==> src/fu_defs.svh <==
`ifndef FU_DEFS_SVH
`define FU_DEFS_SVH

// datapath widths
`define XLEN        32  // data and address width
`define PRN_WIDTH   6   // physical register tag, 64 regs
`define ROBN_WIDTH  5   // rob index, 32 entries

// multiplier pipeline depth, 2 or more
// stage one extends operands, last stage picks the word
`define MULT_STAGES 4

// results for an illegal select or function code
`define POISON_ALU  32'hfacebeec  // undefined alu func
`define POISON_OPA  32'hdeadface  // bad opa select
`define POISON_OPB  32'hfacefeed  // bad opb select

`endif

==> src/fu_pkg.sv <==
package fu_pkg;

    // alu function codes, 6 of 16 unused
    typedef enum logic [3:0] {
        ALU_ADD  = 4'd0,
        ALU_SUB  = 4'd1,
        ALU_AND  = 4'd2,
        ALU_SLT  = 4'd3,
        ALU_SLTU = 4'd4,
        ALU_OR   = 4'd5,
        ALU_XOR  = 4'd6,
        ALU_SRL  = 4'd7,
        ALU_SLL  = 4'd8,
        ALU_SRA  = 4'd9
    } alu_func_t;

    // RV32M multiply flavours
    typedef enum logic [1:0] {
        M_MUL    = 2'd0,  // low word
        M_MULH   = 2'd1,  // signed x signed, high word
        M_MULHSU = 2'd2,  // signed x unsigned, high word
        M_MULHU  = 2'd3   // unsigned x unsigned, high word
    } mult_func_t;

    typedef enum logic [1:0] {
        OPA_IS_RS1  = 2'd0,
        OPA_IS_PC   = 2'd1,
        OPA_IS_ZERO = 2'd2   // 3 is illegal
    } opa_select_t;

    typedef enum logic [2:0] {
        OPB_IS_RS2   = 3'd0,
        OPB_IS_I_IMM = 3'd1,
        OPB_IS_S_IMM = 3'd2,
        OPB_IS_B_IMM = 3'd3,
        OPB_IS_U_IMM = 3'd4,
        OPB_IS_J_IMM = 3'd5  // 6, 7 illegal
    } opb_select_t;

    // one instruction word, six views
    typedef union packed {
        struct packed {
            logic [6:0] funct7;
            logic [4:0] rs2;
            logic [4:0] rs1;
            logic [2:0] funct3;
            logic [4:0] rd;
            logic [6:0] opcode;
        } r;
        struct packed {
            logic [11:0] imm;
            logic [4:0]  rs1;
            logic [2:0]  funct3;
            logic [4:0]  rd;
            logic [6:0]  opcode;
        } i;
        struct packed {
            logic [6:0] off;   // imm[11:5]
            logic [4:0] rs2;
            logic [4:0] rs1;
            logic [2:0] funct3;
            logic [4:0] set;   // imm[4:0]
            logic [6:0] opcode;
        } s;
        struct packed {
            logic       of;    // imm[12]
            logic [5:0] s;     // imm[10:5]
            logic [4:0] rs2;
            logic [4:0] rs1;
            logic [2:0] funct3;
            logic [3:0] et;    // imm[4:1]
            logic       f;     // imm[11]
            logic [6:0] opcode;
        } b;
        struct packed {
            logic [19:0] up;   // imm[31:12]
            logic [4:0]  rd;
            logic [6:0]  opcode;
        } u;
        struct packed {
            logic       of;    // imm[20]
            logic [9:0] et;    // imm[10:1]
            logic       s;     // imm[11]
            logic [7:0] f;     // imm[19:12]
            logic [4:0] rd;
            logic [6:0] opcode;
        } j;
    } inst_t;

endpackage

==> src/alu.sv <==
`timescale 1ns/1ps
`include "fu_defs.svh"

// RV32I integer ops, purely combinational
module alu (
    input  logic [`XLEN-1:0]  opa,
    input  logic [`XLEN-1:0]  opb,
    input  fu_pkg::alu_func_t func,
    output logic [`XLEN-1:0]  result
);
    import fu_pkg::*;

    logic signed [`XLEN-1:0] sopa, sopb;  // signed views for slt / sra
    logic [4:0]              shamt;

    assign sopa  = opa;
    assign sopb  = opb;
    assign shamt = opb[4:0];  // only low five bits count

    always_comb begin
        case (func)
            ALU_ADD:  result = opa + opb;
            ALU_SUB:  result = opa - opb;
            ALU_AND:  result = opa & opb;
            ALU_OR:   result = opa | opb;
            ALU_XOR:  result = opa ^ opb;
            // compares give 0 or 1
            ALU_SLT:  result = {{(`XLEN-1){1'b0}}, sopa < sopb};
            ALU_SLTU: result = {{(`XLEN-1){1'b0}}, opa < opb};
            ALU_SRL:  result = opa >> shamt;
            ALU_SLL:  result = opa << shamt;
            ALU_SRA:  result = sopa >>> shamt;  // keeps sign
            default:  result = `POISON_ALU;
        endcase
    end

endmodule

==> src/alu_unit.sv <==
`timescale 1ns/1ps
`include "fu_defs.svh"

// single cycle ALU lane, no state
module alu_unit (
    input  logic                   valid,
    input  fu_pkg::inst_t          inst,
    input  logic [`XLEN-1:0]       pc,
    input  fu_pkg::alu_func_t      func,
    input  logic [`XLEN-1:0]       op1,
    input  logic [`XLEN-1:0]       op2,
    input  logic [`PRN_WIDTH-1:0]  dest_prn,
    input  logic [`ROBN_WIDTH-1:0] robn,
    input  fu_pkg::opa_select_t    opa_select,
    input  fu_pkg::opb_select_t    opb_select,
    input  logic                   cond_branch,
    input  logic                   uncond_branch,
    output logic                   prepared,
    output logic [`XLEN-1:0]       result,
    output logic [`PRN_WIDTH-1:0]  done_dest_prn,
    output logic [`ROBN_WIDTH-1:0] done_robn,
    output logic                   take_branch,
    output logic                   cond_branch_done
);
    logic [`XLEN-1:0] opa, opb;
    logic             cmp_take;

    assign prepared         = valid;  // zero latency
    assign done_dest_prn    = dest_prn;
    assign done_robn        = robn;
    assign cond_branch_done = valid & cond_branch;  // rob executed flag
    // jal/jalr always redirect, branches only if compare passes
    assign take_branch      = uncond_branch | (cond_branch & cmp_take);

    operand_select i_operand_select (
        .inst       (inst),
        .pc         (pc),
        .op1        (op1),
        .op2        (op2),
        .opa_select (opa_select),
        .opb_select (opb_select),
        .opa        (opa),
        .opb        (opb)
    );

    // for a branch the alu adds pc + b_imm, result is the target
    alu i_alu (
        .opa    (opa),
        .opb    (opb),
        .func   (func),
        .result (result)
    );

    // compare runs on raw register values, not muxed operands
    branch_cond i_branch_cond (
        .funct3 (inst.b.funct3),
        .rs1    (op1),
        .rs2    (op2),
        .take   (cmp_take)
    );

endmodule

==> src/branch_cond.sv <==
`timescale 1ns/1ps
`include "fu_defs.svh"

// conditional branch compare, funct3 selects the test
module branch_cond (
    input  logic [2:0]       funct3,
    input  logic [`XLEN-1:0] rs1,
    input  logic [`XLEN-1:0] rs2,
    output logic             take
);
    logic signed [`XLEN-1:0] srs1, srs2;

    assign srs1 = rs1;
    assign srs2 = rs2;

    always_comb begin
        case (funct3)
            3'b000:  take = rs1 == rs2;    // beq
            3'b001:  take = rs1 != rs2;    // bne
            3'b100:  take = srs1 < srs2;   // blt
            3'b101:  take = srs1 >= srs2;  // bge
            3'b110:  take = rs1 < rs2;     // bltu
            3'b111:  take = rs1 >= rs2;    // bgeu
            default: take = 1'b0;          // 010, 011 reserved
        endcase
    end

endmodule

==> src/fu.sv <==
`timescale 1ns/1ps
`include "fu_defs.svh"

// execute stage top, one alu lane and one mult lane
module fu (
    input  logic                   clock,
    input  logic                   rst,
    // alu issue from the reservation station
    input  logic                   alu_valid,
    input  fu_pkg::inst_t          alu_inst,
    input  logic [`XLEN-1:0]       alu_pc,
    input  fu_pkg::alu_func_t      alu_func,
    input  logic [`XLEN-1:0]       alu_op1,
    input  logic [`XLEN-1:0]       alu_op2,
    input  logic [`PRN_WIDTH-1:0]  alu_dest_prn,
    input  logic [`ROBN_WIDTH-1:0] alu_robn,
    input  fu_pkg::opa_select_t    alu_opa_select,
    input  fu_pkg::opb_select_t    alu_opb_select,
    input  logic                   alu_cond_branch,
    input  logic                   alu_uncond_branch,
    // mult issue
    input  logic                   mult_valid,
    input  fu_pkg::inst_t          mult_inst,
    input  logic [`XLEN-1:0]       mult_pc,
    input  fu_pkg::mult_func_t     mult_func,
    input  logic [`XLEN-1:0]       mult_op1,
    input  logic [`XLEN-1:0]       mult_op2,
    input  logic [`PRN_WIDTH-1:0]  mult_dest_prn,
    input  logic [`ROBN_WIDTH-1:0] mult_robn,
    input  fu_pkg::opa_select_t    mult_opa_select,
    input  fu_pkg::opb_select_t    mult_opb_select,
    input  logic                   mult_avail,  // from completion select
    // alu completion
    output logic                   alu_prepared,
    output logic [`XLEN-1:0]       alu_result,
    output logic [`PRN_WIDTH-1:0]  alu_done_dest_prn,
    output logic [`ROBN_WIDTH-1:0] alu_done_robn,
    output logic                   alu_take_branch,
    // mult completion
    output logic                   mult_prepared,
    output logic [`XLEN-1:0]       mult_result,
    output logic [`PRN_WIDTH-1:0]  mult_done_dest_prn,
    output logic [`ROBN_WIDTH-1:0] mult_done_robn,
    // branch resolution to the rob
    output logic [`ROBN_WIDTH-1:0] rob_robn,
    output logic                   rob_executed,
    output logic                   rob_branch_taken,
    output logic [`XLEN-1:0]       rob_target_addr
);
    logic alu_cond_done;

    alu_unit i_alu_unit (
        .valid            (alu_valid),
        .inst             (alu_inst),
        .pc               (alu_pc),
        .func             (alu_func),
        .op1              (alu_op1),
        .op2              (alu_op2),
        .dest_prn         (alu_dest_prn),
        .robn             (alu_robn),
        .opa_select       (alu_opa_select),
        .opb_select       (alu_opb_select),
        .cond_branch      (alu_cond_branch),
        .uncond_branch    (alu_uncond_branch),
        .prepared         (alu_prepared),
        .result           (alu_result),
        .done_dest_prn    (alu_done_dest_prn),
        .done_robn        (alu_done_robn),
        .take_branch      (alu_take_branch),
        .cond_branch_done (alu_cond_done)
    );

    mult_unit i_mult_unit (
        .clock         (clock),
        .rst           (rst),
        .valid         (mult_valid),
        .inst          (mult_inst),
        .pc            (mult_pc),
        .func          (mult_func),
        .op1           (mult_op1),
        .op2           (mult_op2),
        .opa_select    (mult_opa_select),
        .opb_select    (mult_opb_select),
        .dest_prn      (mult_dest_prn),
        .robn          (mult_robn),
        .avail         (mult_avail),
        .prepared      (mult_prepared),
        .result        (mult_result),
        .done_dest_prn (mult_done_dest_prn),
        .done_robn     (mult_done_robn)
    );

    // rob record comes straight off the alu lane, same cycle
    assign rob_robn         = alu_done_robn;
    assign rob_executed     = alu_cond_done;   // only cond branches resolve here
    assign rob_branch_taken = alu_take_branch;
    assign rob_target_addr  = alu_result;      // pc + b_imm

endmodule

==> src/mult_unit.sv <==
`timescale 1ns/1ps
`include "fu_defs.svh"

// pipelined RV32M multiplier lane, whole pipe frozen while avail low
module mult_unit (
    input  logic                   clock,
    input  logic                   rst,
    input  logic                   valid,
    input  fu_pkg::inst_t          inst,
    input  logic [`XLEN-1:0]       pc,
    input  fu_pkg::mult_func_t     func,
    input  logic [`XLEN-1:0]       op1,
    input  logic [`XLEN-1:0]       op2,
    input  fu_pkg::opa_select_t    opa_select,
    input  fu_pkg::opb_select_t    opb_select,
    input  logic [`PRN_WIDTH-1:0]  dest_prn,
    input  logic [`ROBN_WIDTH-1:0] robn,
    input  logic                   avail,
    output logic                   prepared,
    output logic [`XLEN-1:0]       result,
    output logic [`PRN_WIDTH-1:0]  done_dest_prn,
    output logic [`ROBN_WIDTH-1:0] done_robn
);
    import fu_pkg::*;

    localparam int STAGES = `MULT_STAGES;
    localparam int OPW    = `XLEN + 1;              // extended operand
    localparam int PW     = 2 * `XLEN;              // product kept mod 2^64
    localparam int NCH    = STAGES - 1;             // one chunk of b per stage
    localparam int CW     = (OPW + NCH - 1) / NCH;  // chunk width
    localparam int BPW    = NCH * CW;               // b padded to whole chunks

    logic [`XLEN-1:0] opa, opb;
    logic             sa, sb;        // treat a / b as signed
    logic [OPW-1:0]   a_ext, b_ext;

    logic [STAGES-1:0]     vld;      // bit s is register s
    logic [`PRN_WIDTH-1:0]  prn_q  [STAGES];
    logic [`ROBN_WIDTH-1:0] robn_q [STAGES];
    logic [OPW-1:0]        a_q    [STAGES-1];
    logic [OPW-1:0]        b_q    [STAGES-1];
    mult_func_t            func_q [STAGES-1];
    logic [PW-1:0]         acc_q  [STAGES-1];
    logic [PW-1:0]         acc_nx [STAGES-1];
    logic [`XLEN-1:0]      res_q;

    // a times chunk k of b, shifted into place
    function automatic logic [PW-1:0] partial(input logic [OPW-1:0] a,
                                              input logic [OPW-1:0] b,
                                              input int k);
        logic [BPW-1:0] bp;
        logic [CW-1:0]  chunk;
        logic [PW-1:0]  aw, cw_ext;
        bp    = BPW'($signed(b));
        chunk = bp[k*CW +: CW];
        aw    = PW'($signed(a));
        if (k == NCH - 1)
            cw_ext = PW'($signed(chunk));  // top chunk carries the sign
        else
            cw_ext = PW'(chunk);
        return (aw * cw_ext) << (k * CW);
    endfunction

    operand_select i_operand_select (
        .inst       (inst),
        .pc         (pc),
        .op1        (op1),
        .op2        (op2),
        .opa_select (opa_select),
        .opb_select (opb_select),
        .opa        (opa),
        .opb        (opb)
    );

    always_comb begin
        case (func)
            M_MULHSU: {sa, sb} = 2'b10;
            M_MULHU:  {sa, sb} = 2'b00;
            default:  {sa, sb} = 2'b11;  // mul, mulh
        endcase
    end

    assign a_ext = {sa & opa[`XLEN-1], opa};
    assign b_ext = {sb & opb[`XLEN-1], opb};

    // accumulate one partial product per stage
    always_comb begin
        for (int s = 0; s < STAGES - 1; s++)
            acc_nx[s] = acc_q[s] + partial(a_q[s], b_q[s], s);
    end

    always_ff @(posedge clock) begin
        if (rst)
            vld <= '0;
        else if (avail)
            vld <= {vld[STAGES-2:0], valid};
    end

    always_ff @(posedge clock) begin
        if (avail) begin
            a_q[0]    <= a_ext;
            b_q[0]    <= b_ext;
            func_q[0] <= func;
            acc_q[0]  <= '0;
            prn_q[0]  <= dest_prn;
            robn_q[0] <= robn;
            for (int s = 1; s < STAGES; s++) begin
                prn_q[s]  <= prn_q[s-1];
                robn_q[s] <= robn_q[s-1];
            end
            for (int s = 1; s < STAGES - 1; s++) begin
                a_q[s]    <= a_q[s-1];
                b_q[s]    <= b_q[s-1];
                func_q[s] <= func_q[s-1];
                acc_q[s]  <= acc_nx[s-1];
            end
            // last stage keeps only the wanted word
            if (func_q[STAGES-2] == M_MUL)
                res_q <= acc_nx[STAGES-2][`XLEN-1:0];
            else
                res_q <= acc_nx[STAGES-2][PW-1:`XLEN];
        end
    end

    assign prepared      = vld[STAGES-1];
    assign result        = res_q;
    assign done_dest_prn = prn_q[STAGES-1];
    assign done_robn     = robn_q[STAGES-1];

endmodule

==> src/operand_select.sv <==
`timescale 1ns/1ps
`include "fu_defs.svh"

// opA / opB muxes shared by both lanes
module operand_select (
    input  fu_pkg::inst_t       inst,
    input  logic [`XLEN-1:0]    pc,
    input  logic [`XLEN-1:0]    op1,
    input  logic [`XLEN-1:0]    op2,
    input  fu_pkg::opa_select_t opa_select,
    input  fu_pkg::opb_select_t opb_select,
    output logic [`XLEN-1:0]    opa,
    output logic [`XLEN-1:0]    opb
);
    import fu_pkg::*;

    logic [`XLEN-1:0] i_imm, s_imm, b_imm, u_imm, j_imm;

    // immediates rebuilt from the format views, sign bit is inst[31] in all
    assign i_imm = {{20{inst.i.imm[11]}}, inst.i.imm};
    assign s_imm = {{20{inst.s.off[6]}}, inst.s.off, inst.s.set};
    assign b_imm = {{19{inst.b.of}}, inst.b.of, inst.b.f, inst.b.s, inst.b.et, 1'b0};
    assign u_imm = {inst.u.up, 12'b0};  // low 12 zero
    assign j_imm = {{11{inst.j.of}}, inst.j.of, inst.j.f, inst.j.s, inst.j.et, 1'b0};

    always_comb begin
        case (opa_select)
            OPA_IS_RS1:  opa = op1;
            OPA_IS_PC:   opa = pc;   // auipc, jal, branch target
            OPA_IS_ZERO: opa = '0;   // lui
            default:     opa = `POISON_OPA;
        endcase
    end

    always_comb begin
        case (opb_select)
            OPB_IS_RS2:   opb = op2;
            OPB_IS_I_IMM: opb = i_imm;
            OPB_IS_S_IMM: opb = s_imm;
            OPB_IS_B_IMM: opb = b_imm;
            OPB_IS_U_IMM: opb = u_imm;
            OPB_IS_J_IMM: opb = j_imm;
            default:      opb = `POISON_OPB;
        endcase
    end

endmodule

==> config.mk <==
export PLATFORM = sky130hd
export DESIGN_NAME = fu
export DESIGN_NICKNAME = d
export VERILOG_FILES = /design/src/fu_pkg.sv /design/src/alu.sv /design/src/alu_unit.sv /design/src/branch_cond.sv /design/src/fu.sv /design/src/mult_unit.sv /design/src/operand_select.sv
export VERILOG_INCLUDE_DIRS = /design/src
export SDC_FILE = /design/constraint.sdc
export NUM_CORES = 2
export LEC_CHECK = 0
export ABC_AREA = 1
export BUFFER_PORTS_ARGS = -buffer_cell sky130_fd_sc_hd__buf_2
export CORE_MARGIN = 10
export CORE_UTILIZATION = 48
export DETAILED_ROUTE_END_ITERATION = 7
export GPL_ROUTABILITY_DRIVEN = 0
export PLACE_DENSITY = 0.68
export SLEW_MARGIN = 15
export SYNTH_ARGS = -nofsm -noshare
export SYNTH_HDL_FRONTEND = slang
export SYNTH_SLANG_ARGS = --single-unit
==> constraint.sdc <==
create_clock -name clock -period 6.43 [get_ports clock]
set_input_delay 0.3215 -clock clock [delete_from_list [all_inputs] [get_ports clock]]
set_output_delay 0.3215 -clock clock [all_outputs]
set_load 0.005 [all_outputs]
==> results.cfg <==
[outcome]
status = complete, but fails checks
violations = design-rule violations, negative setup slack

[place]
placed_cell_area_mm2 = 0.0772
port_buffers = 387
dpl.hpwl_mm = 198

[sta]
post-route-min-period_ns = 7.39
skew_ns = 0.0433
fin_ws_ns = -0.962
worstMarginPinSlew_ns = 1.17
slew-limit-headroom_pct = 22.1
finalCritPeriodShare_pct = 115
finalHoldViolations = 0
rsz0062_at_grt = yes
timing.hold.ws_ns = 0.0218
clock.fmax_ghz = 0.135
finalSetupViolCount = 62
maxSlewViolCount = 0

[drt]
routedWlPerCell_um = 20.8
drt_iter0_drc = 7755
ant_nets = 0
drt-total-wl_mm = 252
routed_via_density = 5.57
drc = 23
vias = 67500
first_pass_iters = 8

[clock_network]
htreeDepth = 2
insertion_delay_ns = 0.65
cts_buffer_depth = 3
cts_tree = built
cts_made_buffers = 43
root_buffer = clkbuf_16
clkSinkCount = 360
clkTransAtPathRegs_ns = 0.07

[synthesis]
synth_cell_type_count = 65
async_flop_share_pct = 0
synthXorXnorAreaFrac_pct = 2.44
ys_seq_area_share_pct = 16.0
synth-seq-cells = 360
ys_warn_count = 0
synthesis.area_mm2 = 0.0674
synth_top_family_by_area = adder cells
synth_compound_area_share_pct = 9.04
synth_enable_flop_cells = 356
syn_nets = 10800
synthCells = 9030
synth_mux_area_share_pct = 0
ys.flop_type = edfxtp_1
synthSimpleGateAreaFrac_pct = 21.2
syn_area_per_cell_um2 = 7.47
synthAdderAreaFrac_pct = 37.1

[cells_and_area]
nNetsFinal = 11900
area_growth_pct = 25.4
drive_above_1_share_pct = 21.7
final_cell_area_mm2 = 0.0845

[die]
core_mm2 = 0.140
dieArea_mm2 = 0.156
die_h_um = 395
fp-row-count = 137
io_pins = 429
start_util_pct = 48.3
die_w_um = 395

[setup_path]
crit_fanout = 4
max_stage_delay_ns = 0.51
cp.arrival_ns = 7.76
criticalPathCategory = reg -> reg
cp_slowest_cell = fa_1
required_ns = 6.80
critPathCaptureType = register
cp-start-kind = register

[global_routing]
grt_pass1_wl_mm = 376
antenna_found_initial = 9
grt_max_degree = 156
first_global_vias = 67000
grt_usage_pct = 30.4
overflow = 0

[min_path]
hp-class = in -> reg

[flow_run]
maxCapViolCount = 0
registers in the layout, summed over array words and instances (netlist names):
register / flops
i_mult_unit.a_q: 99
i_mult_unit.acc_q: 109
i_mult_unit.b_q: 66
i_mult_unit.func_q: 6
i_mult_unit.prn_q: 24
i_mult_unit.result: 32
i_mult_unit.robn_q: 20
i_mult_unit.vld: 4
metrics by stage:
| step | cells | setup TNS (ns) | util [%] | worst slack [ns] |
|---|---|---|---|---|
| 2_1_floorplan | 9030 | 0 | - | 0.00396 |
| 3_3_place_gp | 11800 | -27.37 | 55.3 | -0.624 |
| 3_5_place_dp | 11800 | -32.14 | 55.3 | -0.754 |
| 4_1_cts | 12000 | -11.17 | 58.9 | -0.445 |
| 5_1_grt | 12100 | -46.15 | 60.6 | -1.17 |
| 6_report | 12100 | -31.01 | 60.6 | -0.962 |
Yosys cell counts (all sizes together) (6+ instances only):
| cell type | instances | area share, % |
|---|---|---|
| a21oi | 419 | 3.1 |
| inv | 2087 | 12 |
| a221oi | 24 | 0.31 |
| clkbuf | 308 | 1.7 |
| fa | 937 | 28 |
| nand2 | 2205 | 12 |
| a21boi | 11 | 0.12 |
| nor3 | 61 | 0.45 |
| a31oi | 60 | 0.56 |
| or2 | 24 | 0.22 |
| a21o | 33 | 0.37 |
| o211ai | 32 | 0.36 |
| buf | 90 | 0.89 |
| o21ai | 354 | 2.7 |
| xor2 | 118 | 1.5 |
| a211oi | 12 | 0.14 |
| ha | 500 | 9.3 |
| o21bai | 33 | 0.37 |
| nor2 | 538 | 3.1 |
| nand3 | 541 | 4.0 |
| o21a | 26 | 0.29 |
| nor4 | 30 | 0.29 |
| and3 | 15 | 0.14 |
| nand3b | 13 | 0.14 |
| o31ai | 7 | 0.078 |
| edfxtp | 356 | 16 |
| o2111ai | 6 | 0.078 |
| and2 | 7 | 0.065 |
| nand4 | 52 | 0.49 |
| xnor2 | 70 | 0.91 |
| o22ai | 28 | 0.27 |
critical path, delay by kind of cell, from the launching register on:
family / cells / cell delay, ns
DFF: 1 / 0.45
adders and majority gates: 7 / 3.19
buffers and inverters: 8 / 0.86
AOI/OAI and AO/OA: 3 / 0.60
xor gates and xnor gates: 2 / 0.66
and+or+nand+nor: 12 / 1.36
cell usage in the layout, fill, tap and decap left out, types with 38 or more instances in the layout:
| cell | count |
|---|---|
| nand2_1 | 2086 |
| inv_1 | 2020 |
| buf_4 | 984 |
| fa_1 | 895 |
| nand3_1 | 522 |
| nor2_1 | 434 |
| ha_1 | 425 |
| buf_2 | 386 |
| edfxtp_1 | 356 |
| a21oi_1 | 323 |
| o21ai_0 | 248 |
| xor2_1 | 100 |
| nand2_2 | 90 |
| a21oi_2 | 79 |
| dlygate4sd3_1 | 76 |
| o21ai_1 | 68 |
| ha_4 | 68 |
| nor2_2 | 67 |
| inv_2 | 66 |
| xnor2_1 | 54 |
| nand4_1 | 51 |
| clkbuf_16 | 49 |
| nor3_1 | 48 |
| fa_2 | 42 |
| a31oi_1 | 41 |
| buf_6 | 40 |
| buf_12 | 38 |
cells by family (layout without fill, tap and decap cells):
logic type               count (synthesis)  in the layout
XOR/XNOR                               188            188
flip-flops                             360            360
other                                    0              5
adder cells (fa/ha/maj)               1437           1437
buffers and inverters                 2489           3702
AO/OA/AOI/OAI                         1068           1068
AND/OR/NAND/NOR                       3488           3488
worst paths after layout:
| path | depth (start not counted) | startpoint | slack, ns | to |
|---|---|---|---|---|
| worst max register to register | 32 | i_mult_unit.b_q[0][47]$_DFFE_PP_ | -0.96 | i_mult_unit.acc_q[0][179]$_DFFE_PP_ |
| worst max-delay path | 32 | i_mult_unit.b_q[0][47]$_DFFE_PP_ | -0.96 | i_mult_unit.acc_q[0][179]$_DFFE_PP_ |
| worst min-delay path | 3 | mult_pc[9] | 0.02 | i_mult_unit.a_q[0][9]$_DFFE_PP_ |
| worst min register to register | 0 | i_mult_unit.b_q[0][11]$_DFFE_PP_ | 0.41 | i_mult_unit.b_q[0][44]$_DFFE_PP_ |
per-layer routing:
layer	vias to the layer above	routed length, um	global-route usage [%]	share of wire [%]
li1	30100	-	-	-
met1	32400	94700	38.9	38
met2	4089	111000	47.9	44
met3	945	28900	7.37	11
met4	10	17000	15.6	6.7
met5	-	94	0	0.037
cell type report:
cell class | count | area, um2
sequential | 360 | 10800
fill | 11900 | 55000
timing repair buffer | 1532 | 11500
multi-input combinational | 6181 | 50700
inverter | 2091 | 7850
tap | 1876 | 2350
clock buffer | 48 | 1140
clock inverter | 31 | 294
antenna | 5 | 12.5
what timing repair did:
item / in CTS / in global routing
hold buffers: 76 / 0
setup endpoints to repair: 69 / 74
setup buffers: 87 / 77
hold endpoints to repair: 60 / 0
gates cloned: 4 / 4
gates resized for setup: 498 / 404
pin swaps: 116 / 174
Power is not shown: default switching activity piles up to over one toggle a cycle in this logic, so the estimate is an artifact.
